File: config.mk
export PLATFORM = sky130hd
export DESIGN_NAME = console_cpu_top
export DESIGN_NICKNAME = d
export VERILOG_FILES = /design/src/cpu_pkg.sv /design/src/uart_pkg.sv /design/src/ram_if.sv /design/src/program_ram.sv /design/src/cpu_sequencer.sv /design/src/trace_fifo.sv /design/src/baud_timer.sv /design/src/uart_shifter.sv /design/src/console_cpu_top.sv
export VERILOG_INCLUDE_DIRS = /design/src /design/src/src
export SDC_FILE = /design/constraint.sdc
export NUM_CORES = 2
export LEC_CHECK = 0
export ABC_AREA = 1
export BUFFER_PORTS_ARGS = -buffer_cell sky130_fd_sc_hd__buf_2
export CORE_ASPECT_RATIO = 0.8
export CORE_UTILIZATION = 50
export CTS_CLUSTER_DIAMETER = 120
export DETAILED_ROUTE_END_ITERATION = 7
export GPL_ROUTABILITY_DRIVEN = 0
export PLACE_DENSITY = 0.79
export SYNTH_ARGS = -nofsm -noshare
export SYNTH_HDL_FRONTEND = slang
export SYNTH_HIERARCHICAL = 1
export SYNTH_SLANG_ARGS = --single-unit
File: constraint.sdc
create_clock -name clk -period 3.35 [get_ports clk]
set_input_delay 0.1675 -clock clk [delete_from_list [all_inputs] [get_ports clk]]
set_output_delay 0.1675 -clock clk [all_outputs]
set_load 0.02 [all_outputs]
File: src/cpu_config.svh
`ifndef CPU_CONFIG_SVH
`define CPU_CONFIG_SVH

// instruction side
`define CPU_WORD_W        16  // program and data word
`define CPU_ADDR_W        6   // program ram address
`define CPU_RAM_DEPTH     64
`define CPU_REG_COUNT     32
`define CPU_CONSOLE_ADDR  63  // reg2ram target that goes to tx

// serial side
`define TRACE_FIFO_DEPTH  8   // also the starting credit count
`define UART_CLK_PER_BIT  8   // short bit period for simulation

`endif

File: src/cpu_pkg.sv
`include "cpu_config.svh"

package cpu_pkg;

  typedef logic [`CPU_WORD_W-1:0] word_t;
  typedef logic [`CPU_ADDR_W-1:0] addr_t;
  typedef logic [$clog2(`CPU_REG_COUNT)-1:0] reg_idx_t;

  // high byte of the first instruction word
  typedef enum logic [7:0] {
    OP_JMP     = 8'd1,
    OP_RAM2REG = 8'd2,
    OP_REG2RAM = 8'd3,
    OP_NUM2REG = 8'd4
  } opcode_t;

  typedef enum logic [2:0] {
    SEQ_IDLE,
    SEQ_ANNOUNCE,     // send "S" once per run rise
    SEQ_FETCH_OP,
    SEQ_FETCH_ARG,
    SEQ_WAIT_CREDIT,  // hold until the fifo has room for the whole instruction
    SEQ_EXECUTE
  } seq_state_t;

endpackage

File: src/uart_pkg.sv
`include "cpu_config.svh"

package uart_pkg;

  typedef logic [7:0] uart_byte_t;
  typedef logic [$clog2(`TRACE_FIFO_DEPTH+1)-1:0] credit_t;  // 0 .. fifo depth

  typedef enum logic [1:0] {
    TX_IDLE,
    TX_START,
    TX_DATA,
    TX_STOP
  } tx_state_t;

endpackage

File: src/ram_if.sv
interface ram_if ();

  cpu_pkg::addr_t raddr;
  cpu_pkg::word_t rdata;  // valid one cycle after raddr
  logic           we;
  cpu_pkg::addr_t waddr;
  cpu_pkg::word_t wdata;

  modport sequencer (
    output raddr, we, waddr, wdata,
    input  rdata
  );

  modport memory (
    input  raddr, we, waddr, wdata,
    output rdata
  );

endinterface

File: src/program_ram.sv
`include "cpu_config.svh"

module program_ram (
  input logic clk,
  ram_if.memory mem
);

  cpu_pkg::word_t words [`CPU_RAM_DEPTH];

  always_ff @(posedge clk) begin
    if (mem.we) begin
      words[mem.waddr] <= mem.wdata;
    end
    mem.rdata <= words[mem.raddr];  // registered read every cycle
  end

endmodule

File: src/cpu_sequencer.sv
`include "cpu_config.svh"

module cpu_sequencer (
  input  logic                 clk,
  input  logic                 rst_n,
  input  logic                 run,
  ram_if.sequencer             ram,
  output logic                 trace_push,
  output uart_pkg::uart_byte_t trace_byte,
  input  logic                 credit_return
);

  cpu_pkg::seq_state_t  state;
  cpu_pkg::addr_t       pc;
  cpu_pkg::word_t       op_word;
  cpu_pkg::word_t       arg_word;
  cpu_pkg::word_t       regs [`CPU_REG_COUNT];
  uart_pkg::credit_t    credits;
  logic                 run_q;
  logic                 rd_wait;    // second cycle of a fetch
  logic                 second;     // console byte still to push
  cpu_pkg::opcode_t     opcode;
  cpu_pkg::reg_idx_t    sel_reg;
  cpu_pkg::addr_t       target;
  logic                 to_console;
  uart_pkg::credit_t    need;
  uart_pkg::uart_byte_t op_char;
  logic                 push_now;
  uart_pkg::uart_byte_t push_char;

  assign opcode     = cpu_pkg::opcode_t'(op_word[`CPU_WORD_W-1 -: 8]);
  assign sel_reg    = op_word[$bits(cpu_pkg::reg_idx_t)-1:0];
  assign target     = arg_word[`CPU_ADDR_W-1:0];
  assign to_console = (opcode == cpu_pkg::OP_REG2RAM) &&
                      (target == cpu_pkg::addr_t'(`CPU_CONSOLE_ADDR));
  assign need       = to_console ? uart_pkg::credit_t'(2) : uart_pkg::credit_t'(1);

  // second fetch cycle keeps the same address so rdata lines up
  assign ram.raddr = (state == cpu_pkg::SEQ_FETCH_ARG) ? cpu_pkg::addr_t'(pc + 1'b1) : pc;
  assign ram.we    = (state == cpu_pkg::SEQ_EXECUTE) && !second &&
                     (opcode == cpu_pkg::OP_REG2RAM) && !to_console;
  assign ram.waddr = target;
  assign ram.wdata = regs[sel_reg];

  always_comb begin
    case (opcode)
      cpu_pkg::OP_JMP:     op_char = "1";
      cpu_pkg::OP_REG2RAM: op_char = "3";
      cpu_pkg::OP_NUM2REG: op_char = "4";
      default:             op_char = "X";  // ram2reg and unknown opcodes
    endcase
  end

  always_comb begin
    push_now  = 1'b0;
    push_char = op_char;
    case (state)
      cpu_pkg::SEQ_ANNOUNCE: begin
        push_now  = (credits != '0);
        push_char = "S";
      end
      cpu_pkg::SEQ_EXECUTE: begin
        push_now  = 1'b1;  // credits already checked in wait_credit
        push_char = second ? regs[sel_reg][7:0] : op_char;
      end
      default: ;
    endcase
  end

  always_ff @(posedge clk or negedge rst_n) begin
    if (!rst_n) begin
      state   <= cpu_pkg::SEQ_IDLE;
      pc      <= '0;
      run_q   <= 1'b0;
      rd_wait <= 1'b0;
      second  <= 1'b0;
    end else begin
      run_q <= run;
      if (!run) begin
        state   <= cpu_pkg::SEQ_IDLE;
        rd_wait <= 1'b0;
        second  <= 1'b0;
      end else begin
        case (state)
          cpu_pkg::SEQ_IDLE: begin
            if (!run_q) state <= cpu_pkg::SEQ_ANNOUNCE;  // rising edge of run
          end
          cpu_pkg::SEQ_ANNOUNCE: begin
            if (credits != '0) begin
              pc    <= '0;
              state <= cpu_pkg::SEQ_FETCH_OP;
            end
          end
          cpu_pkg::SEQ_FETCH_OP: begin
            rd_wait <= !rd_wait;
            if (rd_wait) state <= cpu_pkg::SEQ_FETCH_ARG;
          end
          cpu_pkg::SEQ_FETCH_ARG: begin
            rd_wait <= !rd_wait;
            if (rd_wait) state <= cpu_pkg::SEQ_WAIT_CREDIT;
          end
          cpu_pkg::SEQ_WAIT_CREDIT: begin
            if (credits >= need) state <= cpu_pkg::SEQ_EXECUTE;
          end
          cpu_pkg::SEQ_EXECUTE: begin
            if (to_console && !second) begin
              second <= 1'b1;
            end else begin
              second <= 1'b0;
              pc     <= (opcode == cpu_pkg::OP_JMP) ? target : cpu_pkg::addr_t'(pc + 2'd2);
              state  <= cpu_pkg::SEQ_FETCH_OP;
            end
          end
          default: state <= cpu_pkg::SEQ_IDLE;
        endcase
      end
    end
  end

  always_ff @(posedge clk) begin
    if (rd_wait && state == cpu_pkg::SEQ_FETCH_OP) op_word <= ram.rdata;
    if (rd_wait && state == cpu_pkg::SEQ_FETCH_ARG) arg_word <= ram.rdata;
    trace_byte <= push_char;
  end

  always_ff @(posedge clk or negedge rst_n) begin
    if (!rst_n) begin
      for (int i = 0; i < `CPU_REG_COUNT; i++) begin
        regs[i] <= '0;
      end
    end else if (state == cpu_pkg::SEQ_EXECUTE && !second && opcode == cpu_pkg::OP_NUM2REG) begin
      regs[sel_reg] <= arg_word;
    end
  end

  // one credit out per push, one back per fifo pop
  always_ff @(posedge clk or negedge rst_n) begin
    if (!rst_n) begin
      credits    <= uart_pkg::credit_t'(`TRACE_FIFO_DEPTH);
      trace_push <= 1'b0;
    end else begin
      credits    <= uart_pkg::credit_t'(credits + credit_return - push_now);
      trace_push <= push_now;
    end
  end

endmodule

File: src/trace_fifo.sv
`include "cpu_config.svh"

module trace_fifo (
  input  logic                 clk,
  input  logic                 rst_n,
  input  logic                 push,
  input  uart_pkg::uart_byte_t push_byte,
  output logic                 tx_valid,
  output uart_pkg::uart_byte_t tx_byte,
  input  logic                 tx_ready,
  output logic                 credit_return
);

  localparam int PTR_W = $clog2(`TRACE_FIFO_DEPTH);
  localparam logic [PTR_W-1:0] LAST = PTR_W'(`TRACE_FIFO_DEPTH - 1);

  uart_pkg::uart_byte_t slots [`TRACE_FIFO_DEPTH];
  logic [PTR_W-1:0]     wr_ptr;
  logic [PTR_W-1:0]     rd_ptr;
  logic [PTR_W:0]       count;
  logic                 pop;

  assign tx_valid = (count != '0);
  assign tx_byte  = slots[rd_ptr];
  assign pop      = tx_valid && tx_ready;

  always_ff @(posedge clk) begin
    if (push) slots[wr_ptr] <= push_byte;  // never full, the sender holds credits
  end

  always_ff @(posedge clk or negedge rst_n) begin
    if (!rst_n) begin
      wr_ptr        <= '0;
      rd_ptr        <= '0;
      count         <= '0;
      credit_return <= 1'b0;
    end else begin
      if (push) wr_ptr <= (wr_ptr == LAST) ? '0 : wr_ptr + 1'b1;
      if (pop) rd_ptr <= (rd_ptr == LAST) ? '0 : rd_ptr + 1'b1;
      count         <= count + push - pop;
      credit_return <= pop;  // one pulse per byte handed to the shifter
    end
  end

endmodule

File: src/baud_timer.sv
`include "cpu_config.svh"

module baud_timer (
  input  logic clk,
  input  logic rst_n,
  input  logic bit_start,
  output logic bit_done
);

  localparam int CNT_W = $clog2(`UART_CLK_PER_BIT);
  localparam logic [CNT_W-1:0] RELOAD = CNT_W'(`UART_CLK_PER_BIT - 1);

  logic [CNT_W-1:0] cnt;

  assign bit_done = (cnt == '0);  // last cycle of the bit period

  always_ff @(posedge clk or negedge rst_n) begin
    if (!rst_n) begin
      cnt <= RELOAD;
    end else if (bit_start || bit_done) begin
      cnt <= RELOAD;  // restart on a new frame, or roll into the next bit
    end else begin
      cnt <= cnt - 1'b1;
    end
  end

endmodule

File: src/uart_shifter.sv
module uart_shifter (
  input  logic                 clk,
  input  logic                 rst_n,
  input  logic                 tx_valid,
  input  uart_pkg::uart_byte_t tx_byte,
  output logic                 tx_ready,
  output logic                 bit_start,
  input  logic                 bit_done,
  output logic                 tx
);

  uart_pkg::tx_state_t  state;
  uart_pkg::uart_byte_t shift_q;
  logic [2:0]           bit_cnt;

  assign tx_ready  = (state == uart_pkg::TX_IDLE);
  assign bit_start = tx_valid && tx_ready;  // byte accepted, frame begins

  always_comb begin
    case (state)
      uart_pkg::TX_START: tx = 1'b0;
      uart_pkg::TX_DATA:  tx = shift_q[0];  // lsb first
      default:            tx = 1'b1;        // idle and stop bit
    endcase
  end

  always_ff @(posedge clk) begin
    if (bit_start) begin
      shift_q <= tx_byte;
    end else if (state == uart_pkg::TX_DATA && bit_done) begin
      shift_q <= shift_q >> 1;
    end
  end

  always_ff @(posedge clk or negedge rst_n) begin
    if (!rst_n) begin
      state   <= uart_pkg::TX_IDLE;
      bit_cnt <= '0;
    end else begin
      case (state)
        uart_pkg::TX_IDLE: if (bit_start) state <= uart_pkg::TX_START;
        uart_pkg::TX_START: begin
          if (bit_done) begin
            state   <= uart_pkg::TX_DATA;
            bit_cnt <= '0;
          end
        end
        uart_pkg::TX_DATA: begin
          if (bit_done) begin
            bit_cnt <= bit_cnt + 1'b1;
            if (bit_cnt == 3'd7) state <= uart_pkg::TX_STOP;
          end
        end
        uart_pkg::TX_STOP: if (bit_done) state <= uart_pkg::TX_IDLE;
        default: state <= uart_pkg::TX_IDLE;
      endcase
    end
  end

endmodule

File: src/console_cpu_top.sv
module console_cpu_top (
  input  logic           clk,
  input  logic           rst_n,
  input  logic           run,
  input  logic           load_en,
  input  cpu_pkg::addr_t load_addr,
  input  cpu_pkg::word_t load_data,
  output logic           tx
);

  ram_if cpu_ram ();
  ram_if mem_ram ();

  logic                 trace_push;
  uart_pkg::uart_byte_t trace_byte;
  logic                 credit_return;
  logic                 tx_valid;
  uart_pkg::uart_byte_t tx_byte;
  logic                 tx_ready;
  logic                 bit_start;
  logic                 bit_done;

  // host load port owns the write side while the cpu is stopped
  assign mem_ram.raddr = cpu_ram.raddr;
  assign mem_ram.we    = run ? cpu_ram.we    : load_en;
  assign mem_ram.waddr = run ? cpu_ram.waddr : load_addr;
  assign mem_ram.wdata = run ? cpu_ram.wdata : load_data;
  assign cpu_ram.rdata = mem_ram.rdata;

  program_ram u_program_ram (
    .clk (clk),
    .mem (mem_ram.memory)
  );

  cpu_sequencer u_cpu_sequencer (
    .clk           (clk),
    .rst_n         (rst_n),
    .run           (run),
    .ram           (cpu_ram.sequencer),
    .trace_push    (trace_push),
    .trace_byte    (trace_byte),
    .credit_return (credit_return)
  );

  trace_fifo u_trace_fifo (
    .clk           (clk),
    .rst_n         (rst_n),
    .push          (trace_push),
    .push_byte     (trace_byte),
    .tx_valid      (tx_valid),
    .tx_byte       (tx_byte),
    .tx_ready      (tx_ready),
    .credit_return (credit_return)
  );

  uart_shifter u_uart_shifter (
    .clk       (clk),
    .rst_n     (rst_n),
    .tx_valid  (tx_valid),
    .tx_byte   (tx_byte),
    .tx_ready  (tx_ready),
    .bit_start (bit_start),
    .bit_done  (bit_done),
    .tx        (tx)
  );

  baud_timer u_baud_timer (
    .clk       (clk),
    .rst_n     (rst_n),
    .bit_start (bit_start),
    .bit_done  (bit_done)
  );

endmodule

== Word-level counts from Yosys, hierarchy flattened ==
Memories as Yosys holds them, arrays and structs flattened. A register that Yosys moved wholly into a read port is not among the register bits.
Cells that the tools add are included.
Widths: inputs -> output; s select.
Word-level totals
  RAM bits: 1088
  memories kept: 2
  output and inout bits: 1
  bits in registers: 596
  logic and storage cells: 175
Memory list
  u_program_ram.words: words 64, width 16, read ports 1, clocked after Yosys merged registers in 1, write ports 1, line program_ram.sv:8  | cpu_pkg::word_t words [`CPU_RAM_DEPTH];
  u_trace_fifo.slots: words 8, width 8, read ports 1, clocked after Yosys merged registers in 0, write ports 1, line trace_fifo.sv:17  | uart_pkg::uart_byte_t slots [`TRACE_FIFO_DEPTH];
Operators by class
  add/sub/neg operators: 10
  bitwise gates (word level): 1
  equal/unequal tests: 30
  reduce and logical (&&, ||, !) cells: 28
  magnitude comparators: 3
  multiplexer cells: 51
Operators by type and width (number)
  $bwmux 512: 1
  $bmux 16 s5: 1
  $demux 16 s5: 1
  $mux 16: 4
  $mux 3: 12
  $mux 6: 5
  $mux 8: 3
  $pmux 7 s3: 1
  $pmux 3 s6: 1
  $pmux 8 s2: 1
  $eq 3x3->1 const B: 5
  $mux 2: 6
  $ne 2x1->1 const B: 6
  $ne 3x2->1 const B: 4
  $pmux 6 s2: 1
  $logic_and 1x1->1: 11
  $mux 1: 10
  $add 3x1->3 const B: 3
  $add 4x1->4: 2
  $eq 8x1->1 const B: 1
  $eq 8x2->1 const B: 1
  $eq 8x3->1 const B: 1
  $pmux 2 s4: 1
  $reduce_bool 4->1: 2
  27 further kinds: 39

== Logic depth before layout (Yosys ltp) ==
  word-level depth: 7
  mapped depth: 18
  depth with buffers taken out: 15

== Hierarchy ==
The synthesis kept the hierarchy.
Modules (own cells, without submodules)
  program_ram: cells each 3517, sequential area each 31069.8 um2, times used 1, area each 42099.1 um2
  cpu_sequencer: cells each 2824, sequential area each 14269.9 um2, times used 1, area each 24479.7 um2
  trace_fifo: cells each 347, sequential area each 2197.1 um2, times used 1, area each 3435.8 um2
  uart_shifter: cells each 79, sequential area each 365.4 um2, times used 1, area each 681.9 um2
  console_cpu_top: cells each 74, sequential area each 0.0 um2, times used 1, area each 300.3 um2
  baud_timer: cells each 12, sequential area each 78.8 um2, times used 1, area each 132.6 um2

== Least setup slack after synthesis ==
Ideal clock, no wire load.
  path kind: reg2reg
  start: register u_cpu_sequencer.state[0]
  end: memory u_program_ram/words[48][0] (netlist bit) (enable)
  path buffers: 1
  library setup time: 431 ps
  data required time: 2919 ps
  clock period less this slack: 3739 ps
  arrival time: 3309 ps
  path slack: -389 ps
  stages on the path, launching flop included: 12
  cells stage by stage: dfrtp_1 > inv_1 > nor2_4 > nand2_2 > nor2_2 > inv_1 > nor3_1 > nand2_1 > nand2_1 > clkbuf_1 > nand4_1 > nor4_1
Between the ends
  longest elaborated chain between the ends: 7
RTL lines
  start, declared: line cpu_sequencer.sv:13  | cpu_pkg::seq_state_t state;
  start signal, assigned: line cpu_sequencer.sv:72  | state <= cpu_pkg::SEQ_IDLE;
  start signal, assigned: line cpu_sequencer.sv:80  | state <= cpu_pkg::SEQ_IDLE;
  start signal, assigned: line cpu_sequencer.sv:86  | if (!run_q) state <= cpu_pkg::SEQ_ANNOUNCE;
  $eq 3x3->1: line cpu_sequencer.sv:40  | assign ram.we = (state == cpu_pkg::SEQ_EXECUTE) && !second &&
  $logic_and 1x1->1 (2 in a row): line cpu_sequencer.sv:40
  $logic_and 1x1->1: line cpu_sequencer.sv:41  | (opcode == cpu_pkg::OP_REG2RAM) && !to_console;
  named net cpu_ram.we: line ram_if.sv:5  | logic we;
  $mux 1: line console_cpu_top.sv:25  | assign mem_ram.we = run ? cpu_ram.we : load_en;
  named net mem_ram.we: line ram_if.sv:5
  $mux 1: line program_ram.sv:11  | if (mem.we) begin
  $mux 1 (implied by the code): line program_ram.sv:12  | words[mem.waddr] <= mem.wdata;
  end, declared: line program_ram.sv:8
The timed path passes the listed nets, and every way through them passes these cells.

== Worst setup path after layout ==
  start: register u_cpu_sequencer.state[2]
  end: register u_program_ram.mem.rdata[1], read port of u_program_ram.words
Between the ends
  longest elaborated chain between the ends: 2
RTL lines
  $eq 3x2->1: line cpu_sequencer.sv:39  | assign ram.raddr = (state == cpu_pkg::SEQ_FETCH_ARG) ? cpu_pkg::addr_t'(pc + 1'b1) : pc;
  $mux 6: line cpu_sequencer.sv:39
  named net cpu_ram.raddr[2]: line ram_if.sv:3  | cpu_pkg::addr_t raddr;
  end, declared: line ram_if.sv:16  | output rdata
The timed path passes the listed nets, and every way through them passes these cells.
A chain may end at the register's enable or synchronous reset.

==> results.yml <==
outcome:
  outcome: "complete, no violations"
detailed_routing:
  ant_nets: 0
  viasPerCell: 5.98
  wl_per_cell_um: 22.2
  drc: 0
  wirelength_mm: 197
  drt_iter0_markers: 8446
  first_pass_iters: 7
  via_count: 52900
power:
  power_frac_comb_pct: 14.8
  cellLeakagePower_uw: 0.0320
  power_uw: 47700
  peakVddDrop_v: 0.000561
  p_seq_share_pct: 49.3
  power_density_nw_per_um2: 603
  pwr-share-clk_pct: 35.9
  p_switching_uw: 13200
  p_int_uw: 34500
  power.share.switching_pct: 27.6
cts:
  tritoncts: "yes"
  clockBufferDepth: 3
  cts_root_buffer: "clkbuf_16"
  clk_pin_slew_worst_paths_ns: 0.07
  numClockSinks: 1697
  clk_latency_ns: 0.79
  cts_made_buffers: 150
  ctsHtreeMaxLevel: 4
floorplan:
  dieWidth_um: 424
  io_pins: 27
  initial_core_util_pct: 50.5
  die-area_um2: 144000
  rows: 123
  die_y_um: 339
  design.core.area_um2: 141000
synthesis:
  avgSynthCellArea_um2: 10.4
  synth_top_area_share_pct: 47.5
  synth_edf_count: 1125
  synth_seq_cells: 1697
  synth_cell_type_count: 37
  ys.flop_type: "edfxtp_1"
  synthCells: 6853
  syn-cell-area_um2: 71100
  syn_nets: 6907
  synthArstFlopShare_pct: 32.3
  synthTopCellsByArea: "edfxtp_1 47%, dfrtp_1 19%, nand2_1 14%"
  yosysTopAreaCell: "edfxtp_1"
  ys_seq_area_share_pct: 67.5
  yosysWarningCount: 6
grt:
  grt_usage_pct: 26.9
  grt_max_degree: 106
  grtUsageMet1_pct: 37.6
  top_usage_layer: "met2"
  grt_pass1_vias: 49800
  grt_use_met2_pct: 39.7
  overflow: 0
  grt_util_met3_pct: 6.84
  grt_pass1_wl_mm: 298
  antenna_found_initial: 8
sta:
  post-route-period-util_pct: 95.8
  slew_headroom_pct: 16.3
  setup_violations: 0
  fmax_mhz: 312
  finClkSkew_ns: 0.0400
  rsz0062_at_grt: "no"
  period_needed_ns: 3.21
  whs_ns: 0.0535
  worst_pin_slew_ns: 1.25
  drv_slew: 0
  hold_violations: 0
worst_setup_path:
  cp.required_ns: 4.06
  worstPathMaxFanout: 22
  worstSetupEndpointType: "register"
  worst_ep_arrival_time_ns: 3.92
  critPathKind: "reg -> reg"
  start_kind: "register"
worst_hold_path:
  min_path_type: "in -> reg"
placed_design:
  hpwlAfterDp_mm: 118
  placed_cells: 8565
  port_buffers: 26
job:
  drv_cap: 0
layout:
  final_util_pct: 56.2
  area_growth_pct: 11.2
  num-nets-final: 6903
  antenna_cells: 0
  finalNonFillerCells: 8846
  drive_gt1_share_pct: 8.42
-- cells in the final DEF, fill, tap and decap left out, types with 3 or more instances in the layout --
cell	count
a21oi_1	14
nand2_2	20
o21ai_1	51
inv_1	165
nand3_1	938
nor2_1	103
dfstp_2	4
inv_2	3
clkbuf_16	151
nor3_2	8
dlygate4sd3_1	4
nor4_2	8
dfxtp_1	24
nand4_1	53
xor2_1	5
nor3_1	3
dfrtp_1	544
edfxtp_1	1125
nand2_1	2614
o21ai_0	488
nor3_4	3
inv_6	8
buf_4	214
buf_12	62
ha_1	26
clkbuf_1	37
clkbuf_8	20
clkinv_1	27
bufinv_16	9
buf_6	3
buf_2	25
inv_4	4
a22oi_1	158
nor2_2	5
nor2_4	6
clkinv_2	20
-- routing by layer --
metal | part of all wire, % | vias up
li1 | - | 23300
met1 | 37 | 25200
met2 | 44 | 3924
met3 | 14 | 573
met4 | 4.7 | 12
met5 | 0.042 | -
-- stage by stage --
step	cell area [um2]	setup WS [ns]	setup TNS, ns
after floorplan	71100	-0.389	-49.81
after global placement	74200	0.0387	0
final	79100	0.142	0
after CTS	79000	0.0416	0
after global routing	79100	0.00699	0
after detailed placement	74200	0.0587	0
-- registers in the layout, summed over array words and instances (netlist names), 2 cells and up --
register and flops:
u_cpu_sequencer/pc 6, u_program_ram/mem.rdata 16, u_cpu_sequencer/state 3, u_cpu_sequencer/arg_word 16, u_baud_timer/cnt 3, u_trace_fifo/slots 64, u_cpu_sequencer/regs 512, u_cpu_sequencer/trace_byte 8
u_trace_fifo/rd_ptr 3, u_uart_shifter/bit_cnt 3, u_program_ram/words 1024, u_trace_fifo/wr_ptr 3, u_cpu_sequencer/op_word 13, u_cpu_sequencer/credits 4, u_uart_shifter/shift_q 8, u_trace_fifo/count 4
u_uart_shifter/state 2
-- power groups by stage --
stage	registers, uW	logic (uW)	clock network (uW)
after detailed placement	23900	6810	0
after global routing	23500	7660	18000
final	23500	7070	17100
after global placement	23900	6600	0
after floorplan	23600	4640	0
after CTS	23500	6880	17200
-- cell families (layout without fill, tap and decap cells) --
family | after synthesis | after routing | synth area share (%)
AO/OA/AOI/OAI | 713 | 713 | 5.58
multiplexers | 1 | 1 | 0.0158
AND/OR/NAND/NOR | 3763 | 3763 | 21.8
flip-flops | 1697 | 1697 | 67.5
adder cells (fa/ha/maj) | 28 | 28 | 0.514
buffers and inverters | 642 | 760 | 4.48
XOR/XNOR | 9 | 9 | 0.111
-- Yosys cell counts, drive strengths merged, types with 6 or more instances --
| master | number |
|---|---|
| a21oi | 14 |
| a22oi | 158 |
| buf | 290 |
| clkbuf | 175 |
| dfrtp | 544 |
| dfxtp | 24 |
| edfxtp | 1125 |
| ha | 26 |
| inv | 175 |
| nand2 | 2634 |
| nand3 | 939 |
| nand4 | 53 |
| nor2 | 114 |
| nor3 | 14 |
| nor4 | 8 |
| o21ai | 540 |
| xor2 | 6 |
-- final cells by class --
class	count	area (um2)
Inverter	177	703
Timing Repair Buffer	309	3060
Clock inverter	66	607
Multi-Input combinational cell	4514	20200
Fill cell	11100	61700
Tap cell	1875	2350
Sequential cell	1697	48000
Clock buffer	208	4190
-- path summary, 6_finish.rpt --
| path | start | endpoint | slack (ns) | cells after the start |
|---|---|---|---|---|
| setup / recovery | u_cpu_sequencer/state[2]$_DFFE_PN0P_ | u_program_ram/mem.rdata[1]$_DFF_P_ | 0.14 | 14 |
| hold / removal | load_data[0] | u_program_ram/words[55][0]$_DFFE_PP_ | 0.05 | 4 |
| setup reg to reg | u_cpu_sequencer/state[2]$_DFFE_PN0P_ | u_program_ram/mem.rdata[1]$_DFF_P_ | 0.14 | 14 |
| hold reg to reg | u_baud_timer/cnt[0]$_DFF_PN1_ | u_baud_timer/cnt[0]$_DFF_PN1_ | 0.46 | 1 |
| max in group asynchronous | rst_n | u_cpu_sequencer/regs[390]$_DFFE_PN0P_ | 2.28 | 3 |
| min in group asynchronous | rst_n | u_cpu_sequencer/regs[138]$_DFFE_PN0P_ | 0.08 | 2 |
-- worst max-delay path, stage by stage, from the launching register on --
cell     delay, ns
dfrtp_1       0.42
inv_1         0.14
nand2_1       0.09
inv_1         0.11
nand2_1       0.17
nor2_1        0.35
xor2_4        0.40
buf_12        0.28
buf_12        0.19
nand3_1       0.09
nand2_1       0.15
nand2_1       0.09
nand3_1       0.28
nand3_1       0.25
nand2_1       0.11
-- what timing repair did --
| item | 4_1_cts | 5_1_grt |
|---|---|---|
| buffers inserted | 0 | 3 |
| gates resized for setup | 0 | 8 |
| endpoints found under the hold margin | 114 | 0 |
| hold buffers | 4 | 0 |
| setup endpoints to repair | 0 | 149 |
Note: power is estimated with default switching activity, not from simulation.
